File: src/hdl/schedPkg.sv
package schedPkg;

	// Core array
	localparam int CoreCount = 4;
	localparam int RegWidth = 16;

	// Fence codes from the header word
	localparam int FenceWidth = 2;
	localparam logic [FenceWidth-1:0] FenceNone = 2'd0;
	localparam logic [FenceWidth-1:0] FenceAcquire = 2'd1;   // Wait for selected cores first
	localparam logic [FenceWidth-1:0] FenceRelease = 2'd2;   // Wait for all cores afterwards
	localparam logic [FenceWidth-1:0] FenceHalt = 2'd3;      // End of program

	// Scheduler FSM states
	typedef enum logic [2:0] {
		idle = 3'd0,
		fetchHeader = 3'd1,
		decode = 3'd2,
		waitAcquire = 3'd3,
		issue = 3'd4,
		stream = 3'd5,
		waitRelease = 3'd6
	} schedState;

endpackage

File: src/hdl/dispatchFsm.sv
`timescale 1ns/1ps

module dispatchFsm (
	input  logic                              clk,
	input  logic                              reset,
	input  logic                              run,
	input  logic [schedPkg::FenceWidth-1:0]   fence,
	input  logic                              last,
	input  logic                              activeReady,
	input  logic                              allReady,
	output logic                              readStrobe,
	output logic                              headerStrobe,
	output logic                              issueStrobe,
	output logic                              insnStrobe,
	output logic                              loadHeader,
	output logic                              advance,
	output logic                              clearPointer,
	output logic                              busy,
	output logic                              done
);

	import schedPkg::*;

	schedState state;
	schedState nextState;
	schedState afterFrame;

	logic headerRead;    // Header word read this cycle
	logic instrRead;     // Instruction word read this cycle
	logic insnPending;   // Instruction data returns next cycle
	logic haltSeen;

	// Where to go once the frame has been streamed
	assign afterFrame = (fence == FenceRelease) ? waitRelease : fetchHeader;
	assign haltSeen = (state == decode) && (fence == FenceHalt);

	always_comb begin
		nextState = state;
		headerRead = 1'b0;
		instrRead = 1'b0;
		headerStrobe = 1'b0;
		issueStrobe = 1'b0;
		loadHeader = 1'b0;
		clearPointer = 1'b0;
		case (state)
			idle: begin
				if (run) begin
					clearPointer = 1'b1;
					nextState = fetchHeader;
				end
			end
			fetchHeader: begin
				headerRead = 1'b1;
				nextState = decode;
			end
			decode: begin
				headerStrobe = 1'b1;
				loadHeader = 1'b1;
				case (fence)
					FenceHalt: nextState = idle;
					FenceAcquire: nextState = waitAcquire;
					default: begin
						issueStrobe = 1'b1;   // Start shows next cycle
						nextState = issue;
					end
				endcase
			end
			waitAcquire: begin
				if (activeReady) begin
					issueStrobe = 1'b1;
					nextState = issue;
				end
			end
			issue: begin
				// Start is on the core outputs during this cycle
				if (last) begin
					nextState = afterFrame;   // Empty frame
				end else begin
					instrRead = 1'b1;
					nextState = stream;
				end
			end
			stream: begin
				if (last) begin
					nextState = afterFrame;
				end else begin
					instrRead = 1'b1;
				end
			end
			waitRelease: begin
				if (allReady) begin
					nextState = fetchHeader;
				end
			end
			default: nextState = idle;
		endcase
	end

	assign readStrobe = headerRead || instrRead;
	assign advance = headerRead || instrRead;
	assign insnStrobe = insnPending;
	assign busy = (state != idle);

	always_ff @(posedge clk) begin
		if (reset) begin
			state <= idle;
			insnPending <= 1'b0;
			done <= 1'b0;
		end else begin
			state <= nextState;
			insnPending <= instrRead;
			done <= haltSeen;   // Same cycle as busy falling
		end
	end

endmodule

File: config.mk
export PLATFORM = sky130hd
export DESIGN_NAME = dispatchFsm
export DESIGN_NICKNAME = d
export VERILOG_FILES = /design/src/hdl/schedPkg.sv /design/src/hdl/dispatchFsm.sv
export SDC_FILE = /design/constraint.sdc
export NUM_CORES = 1
export LEC_CHECK = 0
export ABC_AREA = 1
export BUFFER_PORTS_ARGS = -buffer_cell sky130_fd_sc_hd__buf_2
export CAP_MARGIN = 5
export CORE_AREA = 2 2 39 41
export CTS_CLUSTER_DIAMETER = 50
export DETAILED_ROUTE_END_ITERATION = 16
export DIE_AREA = 0 0 41 43
export SKIP_LAST_GASP = 1
export SYNTH_ARGS = -nofsm -noshare
export SYNTH_HDL_FRONTEND = slang
export SYNTH_SLANG_ARGS = --single-unit
export TNS_END_PERCENT = 30
File: constraint.sdc
create_clock -name clk -period 1.2 [get_ports clk]
set_clock_uncertainty 0.05 [all_clocks]
set_input_delay 0.24 -clock clk [delete_from_list [all_inputs] [get_ports clk]]
set_output_delay 0.24 -clock clk [all_outputs]
set_load 0.02 [all_outputs]
; ---- After elaboration in Yosys (flattened, before gate mapping)
; Index checks and enable logic that the tools add are counted.
[word_totals]
wordCells = 40
input_bits = 8
regBits = 5
[classes]
n_eq_ne = 13
reduce_logical = 7
muxes = 17
[op_table]
columns = cell, n
row1 = $pmux W3 S7, 1
row2 = $mux W3, 6
row3 = $eq A3 B3 Y1 const B, 3
row4 = $mux W1, 8
row5 = $ne A2 B2 Y1 const B, 4
row6 = $eq A3 B2 Y1 const B, 2
row7 = $pmux W3 S2, 1
row8 = $eq A2 B2 Y1 const B, 2
row9 = $reduce_and A4 Y1, 1
row10 = $reduce_or A2 Y1, 2
row11 = $eq A3 B1 Y1 const B, 1
row12 = $logic_not A3 Y1, 1
row13 = $reduce_bool A3 Y1, 1
row14 = $eq A2 B1 Y1 const B, 1
row15 = $pmux W1 S2, 1
row16 = $logic_and A1 B1 Y1, 1
row17 = $logic_or A1 B1 Y1, 1

; ---- Longest topological paths before layout
[logic_depth]
ltp_word = 4
depth_mapped = 8

; ---- Least setup slack after synthesis
; Ideal clock, no wire load.
[synth_path]
path_kind = register -> output
start = register state[0]
end = output readStrobe
required_time_ns = 0.910
t_arrival_ns = 1.059
path_buffers = 1
stages_incl_launch_ff = 6
slack_ns = -0.149
path_cell_list = dfxtp_1 > inv_2 > nor3_1 > inv_1 > nand2_1 > buf_4
[synth_via]
elab_chain_cells = 4
elab_cells_between_ends = 7
classes_between = 3 x eq/ne / 2 x mux / 2 x reduce/logical
[synth_rtl]
columns = element, line
row1 = "start, declared", dispatchFsm.sv:24  ; schedState state;
row2 = "start signal, assigned", dispatchFsm.sv:106  ; state <= idle;
row3 = "start signal, assigned", dispatchFsm.sv:110  ; state <= nextState;
row4 = $eq A3 B3 Y1, dispatchFsm.sv:45  ; case (state)
row5 = $reduce_or A2 Y1 (no line), -
row6 = $mux W1, -
row7 = $logic_or A1 B1 Y1 (*), -
row8 = "end, declared", dispatchFsm.sv:11  ; output logic readStrobe,
; Every way passes the cells marked *; elsewhere a longest branch is shown, timed or not.

; ---- Worst setup path after layout
[layout_path]
start = register state[0]
end = output advance
[layout_via]
elab_chain_cells = 4
elab_cells_between_ends = 7
classes_between = 3 x eq/ne / 2 x mux / 2 x reduce/logical
[layout_rtl]
columns = element, line
row1 = $eq A3 B3 Y1, dispatchFsm.sv:45
row2 = $reduce_or A2 Y1 (no line), -
row3 = $mux W1, -
row4 = $logic_or A1 B1 Y1 (*), dispatchFsm.sv:100  ; assign advance = headerRead || instrRead;
row5 = "end, declared", dispatchFsm.sv:16  ; output logic advance,
; Marks and branches as above.

==> flow_summary.yaml <==
place:
  dp_hpwl_um: 867
  portBuffers: 16
  place_congestion: 0.914
  dp_worst_setup_slack_ns: -0.123
  dpl.cell_count: 115
finish:
  layout-drive-gt1-share: 0.518
  fin_cells: 126
  fin_util: 0.558
  area_growth_pct: 76.3
  fin_nets: 119
  layout_commonest_cell: "nand2_1"
  n_antenna_cell: 0
  final_cell_mix: "18 x nand2_1, 16 x buf_4, 10 x nor2_1, 10 x buf_2, 8 x inv_1"
clock_network:
  max-clock-path-buffers: 2
  clkTransAtPathRegs_ns: 0.05
  cts_inserted_buffers: 3
  root_buffer: "clkbuf_4"
  clk_latency_ns: 0.25
  clkSinkCount: 5
  htreeDepth: 1
  cts_tree: "built"
timing:
  fin_ws_ns: -0.207
  whs_ns: 0.157
  setup_viol: 10
  finalCritPeriodShare: 1.17
  final-max-slew-violation-count: 0
  period_needed_ns: 1.41
  relSlewSlack: 0.852
  rsz0062_at_grt: "yes"
  hold_violations: 0
  fmaxAchievable_mhz: 710
  max_slew.worst_pin.slew_ns: 0.220
detailed_routing:
  wl_met2_um: 663
  drc: 0
  vias: 588
  drt-pass1-iter-count: 4
  highest_layer: "met4"
  vias_per_cell: 4.67
  wire_per_inst_um: 9.83
  ant_nets: 0
  wl_met3_um: 84
  drt_iter0_markers: 12
  met1_length_um: 474
  wl_um: 1240
run_status:
  status: "complete, but fails checks"
  violations: "setup timing"
flow_run:
  cap_violations: 0
power_and_ir_drop:
  combPwrFrac: 0.667
  seq_power_share: 0.194
  max-vdd-ir-drop_mv: 1.30
  netSwitchingPower_uw: 616
  switching_share: 0.438
  clkPwrFrac: 0.139
  p_leak_nw: 0.404
  p_per_area_nw_per_um2: 1820
  internal_power_uw: 790
setup_path:
  path_max_fanout: 4
  worstSetupPathType: "reg2out"
  end_kind: "primary output"
  critPathLaunchType: "flip-flop"
  arrival_ns: 1.12
  crit_required_ns: 0.91
global_route:
  gr-total-overflow: 0
  grt_max_degree: 7
  grt_pass1_vias: 540
  track_usage: 0.173
  antenna_found_initial: 0
  grt_pass1_wl_um: 2000
synth:
  yosysWarningCount: 0
  synth.avg_cell_area_um2: 5.76
  syn-num-nets: 84
  synthesis.area_um2: 438
  synth-seq-cells: 5
  yosysSeqAreaShare: 0.229
  synth_cells: 76
  ys_types: 21
floorplanning:
  die_area_um2: 1760
  ios: 17
  core-area_um2: 1380
  die_h_um: 43
  num_rows: 14
  die_w_um: 41
  start_util: 0.316
min_path:
  hp-class: "in2reg"
## logic make-up (layout without fill, tap and decap cells)
family	Yosys count	in the layout	share of synthesized area
flops	5	5	0.229
buf+inv	16	50	0.171
simple gates	46	46	0.483
compound gates	9	9	0.117
## registers in the layout, indices dropped and copies added (netlist names)
signal	count
state	3
done	1
insnStrobe	1
## through the flow
step | TNS (ns) | power, mW | area [um2]
after global placement | -0.462 | 0.912 | 596
final | -1.40 | 1.41 | 772
after CTS | -1.50 | 1.30 | 726
after global routing | -2.05 | 1.51 | 772
after detailed placement | -0.470 | 0.912 | 596
after floorplan | -0.287 | 0.686 | 447
## power groups by stage
| stage | clock network [mW] | logic [mW] | registers [mW] |
|---|---|---|---|
| after floorplan | 0 | 0.452 | 0.234 |
| after global placement | 0 | 0.675 | 0.237 |
| after detailed placement | 0 | 0.674 | 0.237 |
| after CTS | 0.205 | 0.831 | 0.265 |
| after global routing | 0.215 | 1.02 | 0.278 |
| final | 0.196 | 0.938 | 0.272 |
## final timing paths
| kind | start | to | slack, ns | depth (start not counted) |
|---|---|---|---|---|
| worst max-delay path | state[0] | advance | -0.21 | 5 |
| worst min-delay path | reset | state[1] | 0.16 | 2 |
| worst min register to register | state[2] | insnStrobe | 0.56 | 2 |
| worst max register to register | state[0] | state[0] | -0.07 | 8 |
## worst max-delay path, stage by stage (launching register included)
cell and delay [ns]:
dfxtp_4 0.39, inv_4 0.06, nor3_4 0.14, inv_1 0.08, nand2_2 0.07, buf_4 0.14
## timing repair
| item | 4_1_cts | 5_1_grt |
|---|---|---|
| endpoints found under the setup margin | 10 | 10 |
| endpoints found under the hold margin | 0 | 0 |
| pin swaps | 5 | 2 |
| hold buffers | 0 | 0 |
| setup buffers | 5 | 2 |
| resized for setup | 20 | 10 |
## per-layer routing
layer | GRT usage | up-vias
li1 | - | 304
met1 | 0.177 | 259
met2 | 0.294 | 23
met3 | 0.0785 | 2
met4 | 0.0533 | 0
met5 | 0 | -
## cells in the mapped netlist, drive strengths merged
cell / number / area, um2
inv: 12 / 45.0
nand2: 20 / 77.6
nand3: 8 / 45.0
buf: 3 / 26.3
o22ai: 1 / 6.26
dfxtp: 5 / 100
clkinv: 1 / 3.75
o21ai: 3 / 15.0
nor4: 1 / 6.26
a31oi: 1 / 6.26
nor3: 1 / 5.00
nor2: 16 / 77.6
a21oi: 4 / 23.8
## cell type report
class,count,area [um2]
sequential,5,111
inverter,13,56.3
fill,140,612
multi-input combinational,55,308
timing repair buffer,33,249
tap,16,20.0
clock inverter,1,5.00
clock buffer,3,22.5
Note: power is estimated with default switching activity, not from simulation.
