[src/hdl/memPkg.sv]
package memPkg;

	// Task memory geometry
	localparam int TaskMemDepth = 64;
	localparam int TaskAddrWidth = 6;
	localparam int TaskWordWidth = 80;

	// Instruction words use the low part of a task word
	localparam int InsnWidth = 32;

	// Header word layout
	localparam int FrameLenLsb = 0;     // Instruction count
	localparam int FrameLenWidth = 6;
	localparam int FenceLsb = 6;        // 2-bit fence code
	localparam int ActiveMaskLsb = 8;   // One bit per core
	localparam int R0MaskLsb = 12;      // One bit per core
	localparam int R0ValuesLsb = 16;    // Core 0 value in lowest slice

endpackage

[src/hdl/fetchCounter.sv]
`timescale 1ns/1ps

module fetchCounter (
	input  logic                               clk,
	input  logic                               reset,
	input  logic                               clearPointer,
	input  logic                               loadHeader,
	input  logic                               advance,
	input  logic [memPkg::FrameLenWidth-1:0]   frameLen,
	output logic [memPkg::TaskAddrWidth-1:0]   taskPointer,
	output logic                               last
);

	import memPkg::*;

	logic [FrameLenWidth-1:0] remaining;   // Instruction words left in frame
	logic [TaskAddrWidth-1:0] nextPointer;

	// Pointer wraps at the end of the task memory
	assign nextPointer = (taskPointer == TaskAddrWidth'(TaskMemDepth - 1)) ?
		'0 : taskPointer + 1'b1;

	always_ff @(posedge clk) begin
		if (reset || clearPointer) begin
			taskPointer <= '0;
			remaining <= '0;
		end else begin
			if (advance) begin
				taskPointer <= nextPointer;
			end
			if (loadHeader) begin
				remaining <= frameLen;
			end else if (advance && remaining != '0) begin
				remaining <= remaining - 1'b1;   // Header reads leave it at zero
			end
		end
	end

	assign last = (remaining == '0);

endmodule

[config.mk]
export PLATFORM = sky130hd
export DESIGN_NAME = fetchCounter
export DESIGN_NICKNAME = d
export VERILOG_FILES = /design/src/hdl/memPkg.sv /design/src/hdl/fetchCounter.sv
export SDC_FILE = /design/constraint.sdc
export NUM_CORES = 1
export LEC_CHECK = 0
export ABC_CLOCK_PERIOD_IN_PS = 1600
export BUFFER_PORTS_ARGS = -buffer_cell sky130_fd_sc_hd__buf_2
export CAP_MARGIN = 20
export CELL_PAD_IN_SITES_DETAIL_PLACEMENT = 0
export CELL_PAD_IN_SITES_GLOBAL_PLACEMENT = 1
export CORE_MARGIN = 5
export CORE_UTILIZATION = 36
export DETAILED_ROUTE_END_ITERATION = 16
export PLACE_DENSITY_LB_ADDON = 0.3
export SLEW_MARGIN = 20
export SYNTH_ARGS = -nofsm -noshare
export SYNTH_HDL_FRONTEND = slang
export SYNTH_SLANG_ARGS = --single-unit
[constraint.sdc]
create_clock -name clk -period 1.6 [get_ports clk]
set_input_delay 0.16 -clock clk [delete_from_list [all_inputs] [get_ports clk]]
set_output_delay 0.16 -clock clk [all_outputs]
set_load 0.02 [all_outputs]
* Yosys cells after proc, flatten, opt, wreduce, memory -nomap -nowiden
Cells that the tools add are included.
** Storage, ports and cells
- Output and inout port bits :: 7
- Bits of input ports :: 11
- Register bits after elaboration :: 12
- Logic and storage cells :: 13
** Operators by class
- Add/subtract/negate cells :: 2
- Reduce and logical (&&, ||, !) cells :: 5
- Eq/ne operators :: 1
- Multiplexer cells :: 3
** Operators with widths (count)
- 2-to-1 mux 6 bit :: 3
- adder 6 x 1 -> 6 bit, second input constant :: 1
- equality test 6 bit, second input constant :: 1
- zero test 6 bit :: 1
- nonzero test 6 bit :: 1
- subtractor 6 x 1 -> 6 bit, second input constant :: 1
- nonzero test 2 bit :: 1
- logical AND 1 bit :: 1
- logical OR 1 bit :: 1

* Logic depth before layout (Yosys ltp)
Gate-level depths: netlist (run 1).
- Depth in word-level cells :: 4
- Gate-level depth with buffers :: 6
- Mapped depth without buffers :: 6

* Least setup slack after synthesis (run 1)
No wires, ideal clock.
- Path kind :: flip-flop to flip-flop
- From :: register remaining[0]
- To :: register remaining[1]
- Period minus slack after synthesis :: 1.589 ns
- Data arrival time :: 1.514 ns
- Cell stages (with the launch flop) :: 7
- Slack :: 0.011 ns
- Cell sequence :: dfxtp_1 -> inv_1 -> ha_1 -> nand2b_1 -> nor4_2 -> o221ai_1 -> a31oi_1
** Between the ends
- Cells in the longest elaborated chain, start to end :: 3
** RTL lines
- from (decl) :: line fetchCounter.sv:16 : logic [FrameLenWidth-1:0] remaining;
- from (signal assigned) :: line fetchCounter.sv:32 : remaining <= frameLen;
- from (signal assigned) :: line fetchCounter.sv:34 : remaining <= remaining - 1'b1;
- subtractor 6 x 1 -> 6 bit / nonzero test 6 bit (equally long branches) :: line fetchCounter.sv:34, fetchCounter.sv:33
- 2-to-1 mux 6 bit / logical AND 1 bit (equally long branches) :: line fetchCounter.sv:33 : end else if (advance && remaining != '0) begin
- 2-to-1 mux 6 bit / nonzero test 2 bit (equally long branches)
Several ways; a longest one is shown, not always the timed one. The select of a mux whose other input is x is not followed.
A chain may end at the register's enable or synchronous reset.

* Worst setup path in the final report (run 1)
- From :: register remaining[1]
- To :: output port last
** Between the ends
- Cells in the longest elaborated chain, start to end :: 1
** RTL lines
- zero test 6 bit :: line fetchCounter.sv:39 : assign last = (remaining == '0);
- to (decl) :: line fetchCounter.sv:11 : output logic last
Every way passes these cells.

==> results of run 1 <==
-- logic make-up (layout without fill, tap and decap cells) --
family / after synthesis / count (layout) / share of synthesized area
mux: 4 / 4 / 0.06358
fa+ha+maj: 3 / 3 / 0.05781
flops: 12 / 12 / 0.3699
simple gates: 29 / 29 / 0.2351
xor+xnor: 3 / 3 / 0.04047
buf+inv: 6 / 25 / 0.04047
compound gates: 18 / 18 / 0.1927
-- layout make-up --
type / count / area [sq um] / area share
Sequential cell: 12 / 240.2 / 0.2909
Clock buffer: 4 / 36.28 / 0.04394
Multi-Input combinational cell: 57 / 411.6 / 0.4985
Tap cell: 25 / 31.28 / 0.03788
Timing Repair Buffer: 18 / 95.09 / 0.1152
Inverter: 3 / 11.26 / 0.01364
-- layout by cell type, fill, tap and decap left out, drive strengths merged, types with 2 or more instances in the layout --
master   n
buf     18
dfxtp   12
nor2    10
nand2    6
a21oi    5
o21ai    5
clkbuf   4
mux2i    3
inv      3
a211oi   3
ha       3
xor2     2
nor3     2
nand3    2
nand4    2
-- worst max-delay path: cells and delay by family (launching register included) --
family | cells | cell delay [ns]
simple gates | 2 | 0.22
fa+ha+maj | 1 | 0.15
buf+inv | 2 | 0.27
flops | 1 | 0.34
-- synthesized netlist by cell type (all sizes together) --
master  instances  area share
nor3            2       0.015
xnor2           1       0.013
o31a            1       0.013
or2             1      0.0096
nand2           6       0.035
o221ai          1       0.013
xor2            2       0.027
nor4            1       0.019
nor2           10       0.058
mux2            1       0.017
buf             1       0.012
nand4           2       0.019
a21oi           5       0.039
a31oi           1      0.0096
nand2b          1      0.0096
nand3b          1       0.012
o21ai           5       0.039
o31ai           1       0.012
o41ai           1       0.025
a211oi          3       0.042
nand3           2       0.015
ha              3       0.058
mux2i           3       0.046
and3            1      0.0096
dfxtp          12        0.37
nor4b           1       0.023
nor2b           1      0.0096
inv             3       0.017
clkbuf          2       0.012
-- through the flow --
step | utilization | std cells
2_1_floorplan | - | 75
5_1_grt | 0.4783 | 119
3_3_place_gp | 0.4348 | 114
6_report | 0.4783 | 119
3_5_place_dp | 0.4348 | 114
4_1_cts | 0.4725 | 119
-- metal layers --
metal / vias to the layer above / track usage
met5: - / 0
met4: 0 / 0.05106
met3: 4 / 0.05128
met2: 12 / 0.1756
met1: 272 / 0.1259
li1: 313 / -
-- flip-flops by register name, summed over array words and instances, names as in the netlist --
name         flops
taskPointer      6
remaining        6
-- worst paths after layout --
kind / start / to / slack (ns) / cells past startpoint
setup / recovery: remaining[1]$_SDFFE_PP0P_ / last / 0.16 / 5
hold / removal: frameLen[2] / remaining[2]$_SDFFE_PP0P_ / 0.1 / 3
setup reg to reg: remaining[1]$_SDFFE_PP0P_ / remaining[0]$_SDFFE_PP0P_ / 0.23 / 6
hold reg to reg: taskPointer[3]$_SDFFE_PP0P_ / taskPointer[3]$_SDFFE_PP0P_ / 0.52 / 2
-- where the power goes --
part	internal, W	switching (W)
logic	0.0000637	0.0000637
registers	0.000308	0.0000135
clock network	0.000139	0.000114
-- repair_timing --
action / in CTS / in global routing
pin swaps: 1 / 2
endpoints found under the setup margin: 1 / 1
buffers inserted: 1 / 0
resized for setup: 4 / 3
==> results by group, run 1 <==
Run status
  • Status: finished clean

Route
  • TritonRoute pass-1 iters: 2
  • Routed length on met2: between 600 and 700 microns
  • Metal1 wirelength: about 600 microns
  • DR WL/cell: ~11 microns
  • DR vias/cell: approximately 5
  • DR DRC count: 0
  • Uppermost routed layer: met4
  • ANT nets after route: 0
  • Vias after detailed routing: about 600
  • Total wire length: roughly 1.3 mm
  • 1st-iter DRT viols: 5
  • Met3 WL post-DR: approximately 57 microns

STA
  • Minimum clock period: between 1 and 1.5 ns
  • Relative slew slack: 0.7098
  • Worst Skew: 0.01280 ns
  • Total Neg Setup Slack: 0 ns
  • Max-slew violation count: 0
  • Setup ws final: between 0.15 and 0.2 ns
  • Worst slew pin tran: 0.4353 ns
  • Final Cycle Share: 0.9015
  • Final setup fails: 0
  • RSZ-0062 raised after global routing: false
  • Final hold violations: 0
  • Worst hold slack: 0.09886 ns
  • Fmax: between 0.6 and 0.7 GHz

Global routing
  • Initial antenna violation count: 0
  • Overflow after GRT: 0
  • Vias in the first global route: 524
  • Global-route wire length before repair: around 2.2 mm
  • Largest net degree at the start of global routing: 13
  • Overall global routing resource usage: 0.1111

Synth
  • Flip-flop and latch count after synthesis: 12
  • Seq/Total Area, Yosys: 0.3699
  • Ys Warns: 0
  • Synth Cell Area: around 650 sq um
  • Syn avg cell area: about 8.7 sq um
  • Mapped Nets: 89
  • Unique cell type count in the Yosys netlist: 31
  • Mapped Cells: 75

Cells and area
  • Ant diodes: 0
  • Nets@finish: approximately 110
  • Share of cells above drive strength 1: 0.3298
  • Number of fill cells in the layout: 194
  • Area Growth Syn to Fin: 27.17%
  • Fin area: a little over 800 sq um

Clocking
  • H-tree levels: 1
  • Buffer depth of the longest clock path: 2
  • Clock Sinks: 12
  • CTS tree: done
  • Clock root buffer: clkbuf_4
  • Clk_lat worst skew: ~0.29 ns
  • Hold Buf Count CTS: 0
  • Worst-path clk slew: ~0.090 ns
  • Num CTS Buffers: 3

Pwr
  • Cell Pwr Density: between 800 and 900 nW/um^2
  • Pwr Total: between 0.0007 and 0.0008 W
  • P_leak: 0.3428 nW
  • VDD IR max: 495.3 uV

Floorplan
  • Die footprint: 2753 sq um
  • Core box area: 1727 sq um
  • Row cnt: 15
  • Initial Utilization: 0.3761
  • Die span in x: 52.47 microns
  • Die Y: 52.47 microns
  • I/O pins: 18

Flow run
  • Max cap viols: 0

Placement
  • RD Place Congestion: about 0.77
  • Port buffer count: 17
  • Placed inst area: 750.7 sq um
  • Setup WS pre-CTS: 0.1392 ns

Setup path
  • Slowest-stage cell, CP: dfxtp_1
  • Maximum fanout along the worst path: 4
  • Startpoint types: flip-flop
  • Data required, critical path: around 1.4 ns
  • Kind of critical path: reg2out
  • Crit end category: primary output
  • Critical path, cell by cell: inv_2, ha_4, nand2b_4, nor4_4, buf_4
  • Worst path arrival time: ~1.3 ns
  • Largest stage delay on the critical path: ~0.34 ns

Hold path
  • Worst hold path class: in2reg
Power figures use the tool's default switching activity.
==> run 2, diff against run 1 <==
--- a/config.mk
+++ b/config.mk
@@ -13,7 +13,7 @@
 export CORE_MARGIN = 5
 export CORE_UTILIZATION = 36
 export DETAILED_ROUTE_END_ITERATION = 16
-export PLACE_DENSITY_LB_ADDON = 0.3
+export PLACE_DENSITY = 0.76
 export SLEW_MARGIN = 20
 export SYNTH_ARGS = -nofsm -noshare
 export SYNTH_HDL_FRONTEND = slang
==> results by group, run 2 (synthesis gave the netlist of run 1 again) <==
Setup path
  • Critical Path End: last (unchanged)
  • FF-to-FF End: remaining[1]$_SDFFE_PP0P_ (was remaining[0]$_SDFFE_PP0P_)
  • Startpoint types: flip-flop (unchanged)
  • Reg-to-reg setup timing slack: 0.20 ns (was 0.23 ns)
  • R2R depth: 7 (was 6)
  • Worst r2r src: remaining[1]$_SDFFE_PP0P_ (unchanged)
  • Data required, critical path: 1.44 ns (about the same)
  • CP startpoint: remaining[1]$_SDFFE_PP0P_ (unchanged)
  • Maximum fanout along the worst path: 4 (unchanged)
  • Crit end category: primary output (unchanged)
  • Worst path arrival time: 1.36 ns (was 1.28 ns)
  • Kind of critical path: reg2out (unchanged)

Cells and area
  • Fin area: 812.0 sq um (was 825.8 sq um)
  • Ant diodes: 0 (unchanged)
  • Commonest cells after routing, fill and taps aside: buf_2, dfxtp_1, nor2_1, nand2_1, a21oi_1 (unchanged)
  • Area Growth Syn to Fin: 25.05% (was 27.17%)
  • Nets@finish: 109 (unchanged)
  • Commonest non-fill, non-tap cell in the layout: buf_2 (unchanged)
  • Largest registers: remaining: 6 flops, taskPointer: 6 flops (unchanged)
  • Share of cells above drive strength 1: 0.3226 (was 0.3298)

Clocking
  • Hold Buf Count CTS: 0 (unchanged)
  • Worst-path clk slew: 0.07 ns (was 0.09 ns)
  • CTS tree: done (unchanged)
  • H-tree levels: 1 (unchanged)
  • Buffer depth of the longest clock path: 2 (unchanged)
  • Clock root buffer: clkbuf_4 (unchanged)
  • Num CTS Buffers: 3 (unchanged)
  • Clock Sinks: 12 (unchanged)
  • Clk_lat worst skew: 0.26 ns (was 0.29 ns)

Pwr
  • Sw Share: 0.2713 (was 0.2723)
  • P_leak: 0.3354 nW (was 0.3428 nW)
  • VDD IR max: 491.0 uV (was 495.3 uV)
  • Switch Pwr: 0.0001712 W (was 0.0001910 W)
  • Clk network pwr share: 0.283 (was 0.360)
  • Sequential fraction of design power: 0.511 (was 0.458)
  • Int Pwr: 0.0004597 W (was 0.0005106 W)
  • Combinational share of power: 0.207 (was 0.182)
  • Cell Pwr Density: 777.0 nW/um^2 (was 849.6 nW/um^2)

Floorplan
  • Die span in x: 52.47 microns (unchanged)
  • Die Y: 52.47 microns (unchanged)
  • Die footprint: 2753 sq um (unchanged)
  • Row cnt: 15 (unchanged)
  • I/O pins: 18 (unchanged)
  • Initial Utilization: 0.3761 (unchanged)
  • Core box area: 1727 sq um (unchanged)

Placement
  • Placed inst area: 750.7 sq um (unchanged)
  • Post-DP HPWL: between 1 and 1.5 mm
  • RD Place Congestion: 0.7491 (was 0.7669)
  • Port buffer count: 17 (unchanged)

STA
  • RSZ-0062 raised after global routing: false (unchanged)
  • Worst slew pin tran: 0.4550 ns (was 0.4353 ns)
  • Final hold violations: 0 (unchanged)
  • Final Cycle Share: 0.9495 (was 0.9015)
  • Minimum clock period: 1.519 ns (was 1.442 ns)
  • Final setup fails: 0 (unchanged)
  • Total Neg Setup Slack: 0 ns (unchanged)
  • Fmax: 0.6582 GHz (was 0.6933 GHz)
  • Max-slew violation count: 0 (unchanged)
  • Worst Skew: 0.0002809 ns (was 0.01280 ns)
  • Relative slew slack: 0.6967 (was 0.7098)

Route
  • Total wire length: 1.430 mm (was 1.319 mm)
  • 1st-iter DRT viols: 9 (was 5)
  • ANT nets after route: 0 (unchanged)
  • DR DRC count: 0 (unchanged)
  • Vias after detailed routing: 598 (was 601)
  • TritonRoute pass-1 iters: 4 (was 2)
  • DR vias/cell: 5.068 (was 5.050)
  • DR WL/cell: 12.12 microns (was 11.08 microns)

Hold path
  • Worst hold path class: in2reg (unchanged)

Global routing
  • Overall global routing resource usage: 0.1200 (was 0.1111)
  • Vias in the first global route: 616 (was 524)
  • Initial antenna violation count: 0 (unchanged)
  • Overflow after GRT: 0 (unchanged)
  • Largest net degree at the start of global routing: 13 (unchanged)
  • Global-route wire length before repair: 2.373 mm (was 2.201 mm)

Flow run
  • Max cap viols: 0 (unchanged)

Run status
  • Status: finished clean (unchanged)
==> run 2: metal layers <==
metal	track usage	vias to the layer above	part of all wire
li1	-	308	-
met1	0.1138	277	0.42
met2	0.2273	11	0.53
met3	0.05128	2	0.043
met4	0.03830	0	0.0098
met5	0	-	0
==> run 2: layout make-up <==
cell class | count | area, sq um
fill | 203 | 914.6
multi-input combinational | 57 | 411.6
sequential | 12 | 240.2
timing repair buffer | 18 | 95.09
tap | 25 | 31.28
clock buffer | 3 | 22.52
inverter | 3 | 11.26
==> run 2: worst min path at each step <==
stage,from,to,depth (start not counted)
CTS,frameLen[2],remaining[2]$_SDFFE_PP0P_,3
detailed placement,frameLen[2],remaining[2]$_SDFFE_PP0P_,3
floorplan,frameLen[2],remaining[2]$_SDFFE_PP0P_,2
global route,frameLen[2],remaining[2]$_SDFFE_PP0P_,3
global placement,frameLen[2],remaining[2]$_SDFFE_PP0P_,3
finish,frameLen[2],remaining[2]$_SDFFE_PP0P_,3
==> run 2: what timing repair did <==
item,CTS,global route
buffers inserted,1,0
setup endpoints to repair,1,1
pin swaps,2,0
resized for setup,4,3
==> run 2: worst max-delay path, cell delays in order (launching register included) <==
cell and delay, ns:
dfxtp_1 0.34, inv_2 0.09, ha_4 0.15, nand2b_4 0.07, nor4_4 0.24, buf_4 0.19
==> run 2: power by group through the flow <==
stage | registers, W | logic (W) | clock network, W
floorplan | 0.000327 | 0.0000777 | 0
global route | 0.000324 | 0.000145 | 0.000201
global placement | 0.000327 | 0.000107 | 0
finish | 0.000322 | 0.000130 | 0.000178
CTS | 0.000321 | 0.000126 | 0.000189
detailed placement | 0.000327 | 0.000108 | 0
==> run 2: stage by stage <==
stage,instances,hold slack [ns],setup slack (ns),power [W],util
floorplan,75,0.3116,0.01133,0.0004045,-
global placement,114,0.3978,0.2033,0.0004333,0.4348
detailed placement,114,0.4100,0.1618,0.0004351,0.4348
CTS,118,0.1239,0.002693,0.0006370,0.4645
global route,118,0.1531,0.01538,0.0006698,0.4703
finish,118,0.1283,0.08075,0.0006309,0.4703
