**config.mk**
```make
export PLATFORM = sky130hd
export DESIGN_NAME = coreDispatch
export DESIGN_NICKNAME = d
export VERILOG_FILES = /design/src/hdl/memPkg.sv /design/src/hdl/schedPkg.sv /design/src/hdl/coreDispatch.sv
export SDC_FILE = /design/constraint.sdc
export NUM_CORES = 1
export LEC_CHECK = 0
export BUFFER_PORTS_ARGS = -buffer_cell sky130_fd_sc_hd__buf_2
export CORE_ASPECT_RATIO = 0.9
export CORE_MARGIN = 2
export CORE_UTILIZATION = 50
export DETAILED_ROUTE_END_ITERATION = 8
export PLACE_DENSITY = 0.87
export SYNTH_ARGS = -nofsm -noshare
export SYNTH_HDL_FRONTEND = slang
export SYNTH_SLANG_ARGS = --single-unit
```
**constraint.sdc**
```tcl
create_clock -name clk -period 1.4 [get_ports clk]
set_input_delay 0.14 -clock clk [delete_from_list [all_inputs] [get_ports clk]]
set_output_delay 0.14 -clock clk [all_outputs]
set_load 0.005 [all_outputs]
```
**src/hdl/memPkg.sv**
```systemverilog
package memPkg;

	// Task memory geometry
	localparam int TaskMemDepth = 64;
	localparam int TaskAddrWidth = 6;
	localparam int TaskWordWidth = 80;

	// Instruction words use the low part of a task word
	localparam int InsnWidth = 32;

	// Header word layout
	localparam int FrameLenLsb = 0;     // Instruction count
	localparam int FrameLenWidth = 6;
	localparam int FenceLsb = 6;        // 2-bit fence code
	localparam int ActiveMaskLsb = 8;   // One bit per core
	localparam int R0MaskLsb = 12;      // One bit per core
	localparam int R0ValuesLsb = 16;    // Core 0 value in lowest slice

endpackage

```
**src/hdl/schedPkg.sv**
```systemverilog
package schedPkg;

	// Core array
	localparam int CoreCount = 4;
	localparam int RegWidth = 16;

	// Fence codes from the header word
	localparam int FenceWidth = 2;
	localparam logic [FenceWidth-1:0] FenceNone = 2'd0;
	localparam logic [FenceWidth-1:0] FenceAcquire = 2'd1;   // Wait for selected cores first
	localparam logic [FenceWidth-1:0] FenceRelease = 2'd2;   // Wait for all cores afterwards
	localparam logic [FenceWidth-1:0] FenceHalt = 2'd3;      // End of program

	// Scheduler FSM states
	typedef enum logic [2:0] {
		idle = 3'd0,
		fetchHeader = 3'd1,
		decode = 3'd2,
		waitAcquire = 3'd3,
		issue = 3'd4,
		stream = 3'd5,
		waitRelease = 3'd6
	} schedState;

endpackage

```
**src/hdl/coreDispatch.sv**
```systemverilog
`timescale 1ns/1ps

module coreDispatch (
	input  logic                                            clk,
	input  logic                                            reset,
	input  logic [memPkg::TaskWordWidth-1:0]                readData,
	input  logic [schedPkg::CoreCount-1:0]                  ready,
	input  logic                                            headerStrobe,
	input  logic                                            issueStrobe,
	input  logic                                            insnStrobe,
	output logic [schedPkg::FenceWidth-1:0]                 fence,
	output logic [memPkg::FrameLenWidth-1:0]                frameLen,
	output logic                                            activeReady,
	output logic                                            allReady,
	output logic [schedPkg::CoreCount-1:0]                  start,
	output logic [schedPkg::CoreCount-1:0]                  initR0Vect,
	output logic [schedPkg::CoreCount*schedPkg::RegWidth-1:0] initR0,
	output logic                                            insnValid,
	output logic [memPkg::InsnWidth-1:0]                    insnData
);

	import memPkg::*;
	import schedPkg::*;

	logic [FenceWidth-1:0] fenceReg;
	logic [FrameLenWidth-1:0] frameLenReg;
	logic [CoreCount-1:0] activeMask;
	logic [CoreCount-1:0] r0Mask;
	logic [CoreCount*RegWidth-1:0] r0Values;

	logic [CoreCount-1:0] curActive;
	logic [CoreCount-1:0] curR0Mask;
	logic [CoreCount*RegWidth-1:0] curR0Values;

	// Header fields are visible in the decode cycle itself
	assign fence = headerStrobe ? readData[FenceLsb +: FenceWidth] : fenceReg;
	assign frameLen = headerStrobe ? readData[FrameLenLsb +: FrameLenWidth] : frameLenReg;
	assign curActive = headerStrobe ? readData[ActiveMaskLsb +: CoreCount] : activeMask;
	assign curR0Mask = headerStrobe ? readData[R0MaskLsb +: CoreCount] : r0Mask;
	assign curR0Values = headerStrobe ? readData[R0ValuesLsb +: CoreCount*RegWidth] : r0Values;

	always_ff @(posedge clk) begin
		if (reset) begin
			fenceReg <= FenceNone;
			frameLenReg <= '0;
			activeMask <= '0;
		end else if (headerStrobe) begin
			fenceReg <= readData[FenceLsb +: FenceWidth];
			frameLenReg <= readData[FrameLenLsb +: FrameLenWidth];
			activeMask <= readData[ActiveMaskLsb +: CoreCount];
		end
	end

	always_ff @(posedge clk) begin
		if (headerStrobe) begin
			r0Mask <= readData[R0MaskLsb +: CoreCount];
			r0Values <= readData[R0ValuesLsb +: CoreCount*RegWidth];
		end
	end

	// Cores outside the active mask do not hold up an acquire
	assign activeReady = &(ready | ~activeMask);
	assign allReady = &ready;

	always_ff @(posedge clk) begin
		if (reset) begin
			start <= '0;
			insnValid <= 1'b0;
		end else begin
			start <= issueStrobe ? curActive : '0;   // Single-cycle pulse
			insnValid <= insnStrobe;
		end
	end

	// Presets only meaningful while start is nonzero
	always_ff @(posedge clk) begin
		if (issueStrobe) begin
			initR0Vect <= curR0Mask;
			initR0 <= curR0Values;
		end
		if (insnStrobe) begin
			insnData <= readData[InsnWidth-1:0];
		end
	end

endmodule

```
; Word level (Yosys, flattened, before mapping)
; Cells that the tools add are included.
[totals]
inputBits = 89
latchBits = 0
regBits = 185
rom_bits = 0
word_cells = 21
mem_count = 0
mem_bits_rw = 0
output_inout_bits = 115
[classes]
n_div = 0
n_reduce_logical = 3
order_cmp = 0
n_addsub = 0
n_eq_ne = 0
muxes = 5
shift = 0
mul = 0
n_bitwise = 3
[op_table]
columns = op, n
row1 = $mux W64, 1
row2 = $mux W4, 2
row3 = $reduce_and A4 Y1, 2
row4 = $mux W6, 1
row5 = $not A4 Y4, 1
row6 = $or A4 B4 Y4, 1
row7 = $mux W2, 1
row8 = $reduce_or A2 Y1, 1
row9 = $not A1 Y1, 1

; Longest topological paths before layout
; Gate-level depths: netlist of run 1.
[logic_depth]
depth_word = 3
depth_mapped = 5

; Least setup slack after synthesis of run 1
; No wires, ideal clock.
[synth_path]
path_type = input -> register
startpoint = input headerStrobe
endpoint = register initR0[0] (netlist name), data pin
path_buffers = 3
setup_ps = 262
arrival_time_ps = 846
path_slack_ps = 292
path_stages = 4
path_cell_list = buf_6 -> buf_12 -> buf_12 -> mux2_4
[synth_via]
elab_chain_len = 1
[synth_rtl]
columns = element, line
row1 = start: declaration, coreDispatch.sv:8  ; input logic headerStrobe,
row2 = $mux W64, --
row3 = named net curR0Values[0], coreDispatch.sv:33  ; logic [CoreCount*RegWidth-1:0] curR0Values;
row4 = end signal: assignment, coreDispatch.sv:79  ; initR0 <= curR0Values;
row5 = end: declaration, coreDispatch.sv:17  ; output logic [schedPkg::CoreCount*schedPkg::RegWidth-1:0] initR0,
; The timed path passes the listed nets, and every way through them passes these cells.
; A chain may end at the register's enable or synchronous reset.

; Worst setup path after layout of run 1
[layout_path]
startpoint = register activeMask[0]
endpoint = output activeReady
[layout_via]
elab_chain_len = 3
[layout_rtl]
columns = element, line
row1 = start: declaration, coreDispatch.sv:27  ; logic [CoreCount-1:0] activeMask;
row2 = start signal: assignment, coreDispatch.sv:50  ; activeMask <= readData[ActiveMaskLsb +: CoreCount];
row3 = $not A4 Y4, coreDispatch.sv:62  ; assign activeReady = &(ready | ~activeMask);
row4 = $or A4 B4 Y4, coreDispatch.sv:62
row5 = $reduce_and A4 Y1, coreDispatch.sv:62
row6 = end: declaration, coreDispatch.sv:13  ; output logic activeReady,
; Every way passes these cells.

==> results of run 1 <==
-- cells by family after synthesis --
group / count (synthesis) / share of synthesized area, %
flops: 185 / 76.3
mux: 80 / 18.6
simple gates: 22 / 2.07
buf+inv: 11 / 2.90
compound gates: 1 / 0.142
-- power by group --
group / switching [mW] / total (mW) / internal [mW]
Combinational: 0.525 / 1.30 / 0.774
Clock: 1.97 / 5.09 / 3.12
Sequential: 0.146 / 6.39 / 6.24
-- layout by cell type, fill, tap and decap left out, types with 8 or more instances in the layout --
master         instances
dlygate4sd3_1         80
buf_4                  9
buf_2                201
mux2_4                67
clkbuf_16             17
nor2b_1                9
dfxtp_1               83
mux2_2                 9
edfxtp_1             100
nor2_1                 8
-- flip-flops by register name, summed over array words and instances (netlist names) --
name / cells
r0Mask: 4
fenceReg: 2
activeMask: 4
insnValid: 1
initR0: 64
initR0Vect: 4
r0Values: 64
insnData: 32
start: 4
frameLenReg: 6
-- stage by stage --
| stage | area (sq um) | total power, mW | setup WS [ps] | hold WS, ps |
|---|---|---|---|---|
| 2_1_floorplan | 6170 | 7.01 | 292 | 212 |
| 3_3_place_gp | 7350 | 7.49 | 109 | 331 |
| 3_5_place_dp | 7350 | 7.57 | 52.3 | 333 |
| 4_1_cts | 8820 | 12.8 | -214 | 56.1 |
| 5_1_grt | 8830 | 13.2 | -245 | 68.8 |
| 6_report | 8830 | 12.8 | -182 | 71.4 |
-- critical path: stages (launching register included) --
cell       delay (ps)
dfxtp_2           320
nor2b_4           120
a2111oi_4         320
buf_4             180
buf_6              90
-- layout make-up --
type                            instances  area, sq um
Timing Repair Buffer                  295         1970
Multi-Input combinational cell        103         1320
Tap cell                              160          200
Inverter                                1         3.75
Clock inverter                         12          169
Fill cell                             701         3200
Clock buffer                           20          467
Sequential cell                       185         4710
-- final timing paths --
check                        to  slack (ps)  cells after the start
setup / recovery    activeReady        -180                      4
hold / removal    activeMask[2]          70                      2
setup reg to reg     initR0[40]         540                      1
hold reg to reg    r0Values[27]         470                      1
-- layer usage --
layer  global-route usage (%)  vias to the layer above
met5                        0                        -
met4                     9.63                        0
met3                     7.16                       14
met2                     38.6                      165
met1                     24.6                     1786
li1                         -                     1698
-- Yosys cell counts --
library cell / count / area share [%]
nor2b_4: 1 / 0.22
edfxtp_1: 100 / 49
mux2i_1: 4 / 0.65
clkbuf_1: 1 / 0.061
buf_12: 8 / 2.6
inv_1: 1 / 0.061
buf_6: 1 / 0.18
and4_1: 1 / 0.14
nor2b_1: 11 / 1.1
nand2b_1: 1 / 0.10
a2111oi_0: 1 / 0.14
mux2_4: 67 / 16
dfxtp_1: 85 / 28
mux2_2: 9 / 1.6
nor2_1: 8 / 0.49
-- what timing repair did --
item	in CTS	in global routing
pin swaps	1	1
resized for setup	7	3
endpoints found under the setup margin	1	1
gates cloned	0	0
hold endpoints to repair	102	0
hold buffers	80	0
==> results.yml, run 1 <==
run_status:
  outcome: "finished, violations left"
  violations: "negative setup slack"
sta:
  fin_ws_ps: -182
  worst_slew_pin_slew_ps: 415
  finalSetupTns_ps: -182
  hold_violations: 0
  drv_slew: 0
  rsz0062_at_grt: "yes"
  relSlewSlack_pct: 72.3
  fmax_mhz: 632
  final.min_clock_period_ps: 1580
  setup_viol: 1
  post-route-period-util_pct: 113
  finClkSkew_ps: 7.29
placed_design:
  dp_hpwl_microns: 8550
  placed_cells: 664
  gp_congestion: 0.797
  portBuffers: 203
routing:
  wl_microns: 14300
  drcViolationCount: 0
  top_layer_used: "met4"
  dr_wl_met3_microns: 1090
  post_drt_wl_per_cell_microns: 18.4
  viasPerCell: 4.72
  wl_met2_microns: 7310
  routed-via-count: 3663
  detail-route-antenna-nets: 0
  drt_first_pass_iters: 4
  met1Wirelength_microns: 5670
  drt_iter0_drc: 229
critical_path:
  critPathKind: "register to output port"
  r2r_start: "r0Values[40]"
  critPathLaunchType: "register"
  crit_fanout: 2
  worstSetupStartpoint: "activeMask[0]"
  cp.arrival_ps: 1440
  crit_path_end_kind: "output port"
  required_ps: 1260
min_path:
  hold_path_class: "input port to register"
  hp-start: "reset"
grt:
  antenna_found_initial: 0
  grt_pass1_wl_microns: 21200
  grt_pass1_vias: 4011
  grt_start_max_net_pins: 43
  grt_use_total_pct: 21.9
  grt.overflow.total: 0
floorplanning:
  initial_core_util_pct: 51.3
  die_h_microns: 109
  core_sq_um: 12000
  die_x_microns: 121
  die-area_sq_um: 13200
  pin_count: 204
  num_rows: 38
synthesis:
  seq_area_frac_synth_pct: 76.3
  ys_types: 15
  synth_area_per_cell_sq_um: 20.6
  syn_inst: 299
  syn-num-nets: 388
  synth_area_sq_um: 6170
  ys_seq_elements: 185
  ys_warn_count: 0
layout:
  drive_gt1_share_pct: 53.2
  antenna_cells: 0
  area_growth_pct: 43.2
  final_nets: 692
  utilization_pct: 73.4
  stdcell_count: 776
flow_run:
  maxCapViolations: 0
clocking:
  clkSinkCount: 185
  post-cts-setup-buffer-count: 0
  clk_pin_slew_ps: 60
  clock_latency_ps: 420
  cts_tree: "done"
  numCtsBuffers: 17
  cts_root_buf: "clkbuf_16"
  cts.htree.levels: 4
  clk_path_buf_depth: 2
power_and_ir_drop:
  powerDensity_nw_per_um2: 1450
  p_leak_nw: 3.91
  ir_drop_v: 0.00167
Power figures use the tool's default switching activity.
==> run 2, diff against run 1 <==
- ABC_AREA: not set -> 1
- CORE_UTILIZATION: 50 -> 49
- PLACE_DENSITY: 0.87 -> 0.86
==> run 2 against run 1 <==
- the flow now finishes without violations
- worst setup slack gained 310 ps
- sequential power decreased by 0.9%
- total power shrank 5.3%
- critical path depth up 1
==> results.yml, run 2 <==
synthesis:
  async_reset_ff_share_pct: 0
  ys_warn_count: 0
  ys_top_cells_by_area: "edfxtp_1 (51%), dfxtp_1 (29%), nand2_1 (16%)"
  syn_inst: 485
  syn-num-nets: 574
  ys_seq_elements: 185
  synth_edf_count: 100
  synth_top_flop_cell: "edfxtp_1"
  synth_area_per_cell_sq_um: 12.1
  synth_common_cells: "nand2_1 (248), edfxtp_1 (100), dfxtp_1 (85)"
  ys_types: 11
  synth_area_sq_um: 5890
  yosysMostFrequentCell: "nand2_1"
  synth_top_area_share_pct: 51.0
  seq_area_frac_synth_pct: 79.9
  synth_area_leader_cell: "edfxtp_1"
sta:
  post-route-period-util_pct: 90.7
  fin_ws_ps: 130
  drv_slew: 0
  worst_slew_pin_slew_ps: 456
  finClkSkew_ps: 5.43
  fmax_mhz: 788
  setup_viol: 0
  hold_violations: 0
  finalSetupTns_ps: 0
  hold_ws_ps: 89.2
  relSlewSlack_pct: 69.6
  rsz0062_at_grt: "no"
  final.min_clock_period_ps: 1270
power_and_ir_drop:
  p_leak_nw: 4.01
  total_power_mw: 12.1
  ir_drop_v: 0.00108
  powerDensity_nw_per_um2: 1430
critical_path:
  crit_path_end_kind: "output port"
  crit_fanout: 2
  critPathKind: "input port to output port"
  cp.arrival_ps: 1130
  required_ps: 1260
  regToRegSetupSlack_ps: 680
  rr_worst_depth: 2
  r2r-end: "initR0[41]"
  critPathLaunchType: "input port"
  r2r_start: "r0Values[41]"
layout:
  drive_gt1_share_pct: 30.2
  antenna_cells: 0
  area_growth_pct: 44.1
  fin_area_sq_um: 8480
  final_common_cell: "nand2_1"
  top_regs: "initR0: 64 flops, r0Values: 64 flops, insnData: 32 flops"
  stdcell_count: 945
  utilization_pct: 73.3
  mostFrequentLayoutCells: "nand2_1 (248), buf_2 (203), edfxtp_1 (100)"
  final_nets: 865
routing:
  post_drt_wl_per_cell_microns: 14.8
  drt_first_pass_iters: 7
  drcViolationCount: 0
  detail-route-antenna-nets: 0
  viasPerCell: 4.71
  routed-via-count: 4450
  drt_iter0_drc: 335
  wl_microns: 14000
grt:
  antenna_found_initial: 0
  grt_use_total_pct: 22.0
  grt.overflow.total: 0
  grt_start_max_net_pins: 81
  grt_pass1_vias: 4550
  grt_pass1_wl_microns: 21700
min_path:
  hold_depth: 2
  hp-start: "reset"
  hold_path_class: "input port to register"
  hold_path_end: "insnValid"
clocking:
  clkSinkCount: 185
  clk_path_buf_depth: 2
  cts_root_buf: "clkbuf_16"
  clk_pin_slew_ps: 60
  cts_resized: 0
  cts.htree.levels: 4
  numCtsBuffers: 17
  cts_tree: "done"
  clock_latency_ps: 410
floorplanning:
  num_rows: 37
  core_sq_um: 11600
  die_x_microns: 120
  die_h_microns: 108
  die-area_sq_um: 12900
  initial_core_util_pct: 50.9
  pin_count: 204
flow_run:
  maxCapViolations: 0
placed_design:
  portBuffers: 203
  place_ws_ps: 228
  placed_cell_area_sq_um: 7090
  gp_congestion: 0.782
  placed_cells: 833
  dp_hpwl_microns: 8340
run_status:
  outcome: "completed"
[run 2: how the worst max path moves through the flow]
stage	start	slack, ps	to	depth (start not counted)
final	readData[0]	130	frameLen[0]	5
after global routing	headerStrobe	70	frameLen[0]	5
after CTS	readData[0]	140	frameLen[0]	5
after detailed placement	headerStrobe	230	frameLen[0]	5
after global placement	headerStrobe	290	frameLen[5]	5
after floorplan	headerStrobe	610	initR0Vect[0]	5
[run 2: power by group]
part | switching, mW | total [mW] | internal [mW]
Combinational | 0.555 | 1.07 | 0.520
Clock | 1.87 | 4.70 | 2.83
Sequential | 0.125 | 6.33 | 6.20
Total | 2.55 | 12.1 | 9.56
[run 2: timing repair]
action / 4_1_cts / 5_1_grt
setup buffers: 0 / 0
hold buffers: 80 / 0
hold endpoints to repair: 102 / 0
[run 2: logic make-up after synthesis]
kind of cell    synth area share [%]
buf+inv                         2.87
compound gates                 0.680
flops                           79.9
simple gates                    16.5
[run 2: layer usage]
layer  wire (microns)  part of all wire (%)  global-route usage (%)  vias to the layer above
li1                 -                     -                       -                     2143
met1             5320                    38                    24.0                     2086
met2             7480                    54                    39.9                      199
met3              903                   6.5                    6.65                       22
met4              274                   2.0                    9.50                        0
met5                0                     0                       0                        -
[run 2: cell type report]
| cell class | instances | area [sq um] |
|---|---|---|
| flip-flops and latches | 185 | 4700 |
| fillers | 759 | 3090 |
| repair buffers | 290 | 1920 |
| multi-input cells | 267 | 1010 |
| clock buffers | 26 | 499 |
| well taps | 156 | 195 |
| clock inverters | 6 | 90.1 |
| inverters | 15 | 58.8 |
[run 2: worst max-delay path, cell delays in order]
cell	delay, ps
dlygate4sd3_1	550
buf_2	140
nand2_1	100
nand2_1	70
buf_2	130
==> run 3, diff against run 2 <==
- CORE_ASPECT_RATIO: 0.9 -> 1.75
- TNS_END_PERCENT: not set -> 20
==> run 3 against run 2 <==
- register-to-register slack worse by 30 ps
- fmax up 1.6%
- die area up 0.26%
- worst setup slack gained 20 ps
- non-clock buffer count is the same
- utilization shrank 2.0 points
- highest routed layer unchanged
- via count down 0.61%
- first-iteration DRC count decreased by 22%
- largest cell class unchanged
- sequential share of layout area rose by 0.098 points
- critical path type unchanged
- largest power group unchanged
- routed wire length up 8.2%
==> results.yml, run 3 (synthesized netlist as in run 2, its figures left out) <==
grt:
  grt_pass1_wl_microns: 22800
  grt_start_max_net_pins: 70
  antenna_found_initial: 0
  grt_pass1_vias: 4677
  grt.overflow.total: 0
  grt_use_total_pct: 23.6
layout:
  antenna_cells: 0
  mostFrequentLayoutCells: "nand2_1 (248), buf_2 (203), edfxtp_1 (100)"
  top_regs: "initR0: 64 flops, r0Values: 64 flops, insnData: 32 flops"
  drive_gt1_share_pct: 30.7
  final_nets: 865
  area_growth_pct: 43.8
  fin_area_sq_um: 8470
  final_common_cell: "nand2_1"
clocking:
  cts_hold_buf: 80
  clkSinkCount: 185
  numCtsBuffers: 17
  clk_path_buf_depth: 2
  cts.htree.levels: 4
  cts_resized: 0
  cts_root_buf: "clkbuf_16"
  clk_pin_slew_ps: 70
  post-cts-setup-buffer-count: 0
  cts_tree: "done"
  clock_latency_ps: 410
sta:
  hold_violations: 0
  finClkSkew_ps: 7.10
  finalSetupTns_ps: 0
  fmax_mhz: 800
  post-route-period-util_pct: 89.2
  final.min_clock_period_ps: 1250
  relSlewSlack_pct: 70.1
  rsz0062_at_grt: "no"
  setup_viol: 0
  drv_slew: 0
  fin_ws_ps: 151
  worst_slew_pin_slew_ps: 448
  hold_ws_ps: 65.1
floorplanning:
  die-area_sq_um: 12900
  die_h_microns: 149
  core_sq_um: 11900
  num_rows: 53
  initial_core_util_pct: 49.6
  pin_count: 204
  die_x_microns: 86.9
critical_path:
  required_ps: 1260
  cp.arrival_ps: 1110
  crit_fanout: 2
  critPathLaunchType: "input port"
  crit_path_end_kind: "output port"
  critPathKind: "input port to output port"
routing:
  post_drt_wl_per_cell_microns: 16.3
  routed-via-count: 4423
  drcViolationCount: 0
  viasPerCell: 4.78
  wl_microns: 15100
  detail-route-antenna-nets: 0
  drt_first_pass_iters: 4
  drt_iter0_drc: 261
flow_run:
  maxCapViolations: 0
power_and_ir_drop:
  ir_drop_v: 0.00116
  powerDensity_nw_per_um2: 1430
  total_power_mw: 12.1
  p_leak_nw: 4.01
min_path:
  hold_path_class: "input port to register"
placed_design:
  dp_hpwl_microns: 8990
  place_ws_ps: 198
  placed_cell_area_sq_um: 7080
  portBuffers: 203
  gp_congestion: 0.789
run_status:
  outcome: "completed"
run 3: report_power, final:
part	leakage (nW)	internal (mW)	switching [mW]	total (mW)
combinational	2.03	0.525	0.570	1.09
sequential	1.71	6.20	0.138	6.34
clock	0.281	2.52	2.11	4.63
run 3: per-stage QoR:
stage | utilization, % | instances
floorplan | - | 485
global placement | 59.6 | 814
detailed placement | 59.6 | 814
CTS | 71.3 | 926
global route | 71.3 | 926
finish | 71.3 | 926
run 3: per-layer routing:
layer | GRT usage (%) | part of all wire (%) | vias to the layer above | routed length (microns)
li1 | - | - | 2140 | -
met1 | 23.4 | 35 | 2050 | 5270
met2 | 42.7 | 56 | 179 | 8420
met3 | 4.81 | 4.5 | 54 | 686
met4 | 15.7 | 5.0 | 0 | 750
met5 | 0 | 0 | - | 0
run 3: worst paths after layout:
| path | end | cells past startpoint | from | slack (ps) |
|---|---|---|---|---|
| max reg2reg | initR0[7] | 2 | r0Values[7] | 650 |
| max | frameLen[0] | 5 | readData[0] | 150 |
| min reg2reg | r0Values[56] | 2 | r0Values[56] | 440 |
| min | activeMask[0] | 2 | reset | 70 |
run 3: layout make-up:
cell class                      instances  area [sq um]
Inverter                               15          58.8
Clock buffer                           17           425
Multi-Input combinational cell        267          1010
Clock inverter                         15           160
Sequential cell                       185          4700
Tap cell                              137           171
Timing Repair Buffer                  290          1930
Fill cell                             756          3400
run 3: critical path, cell delays in order:
cell           delay (ps)
dlygate4sd3_1         550
buf_2                 140
nand2_1                90
nand2_1                70
buf_2                 120
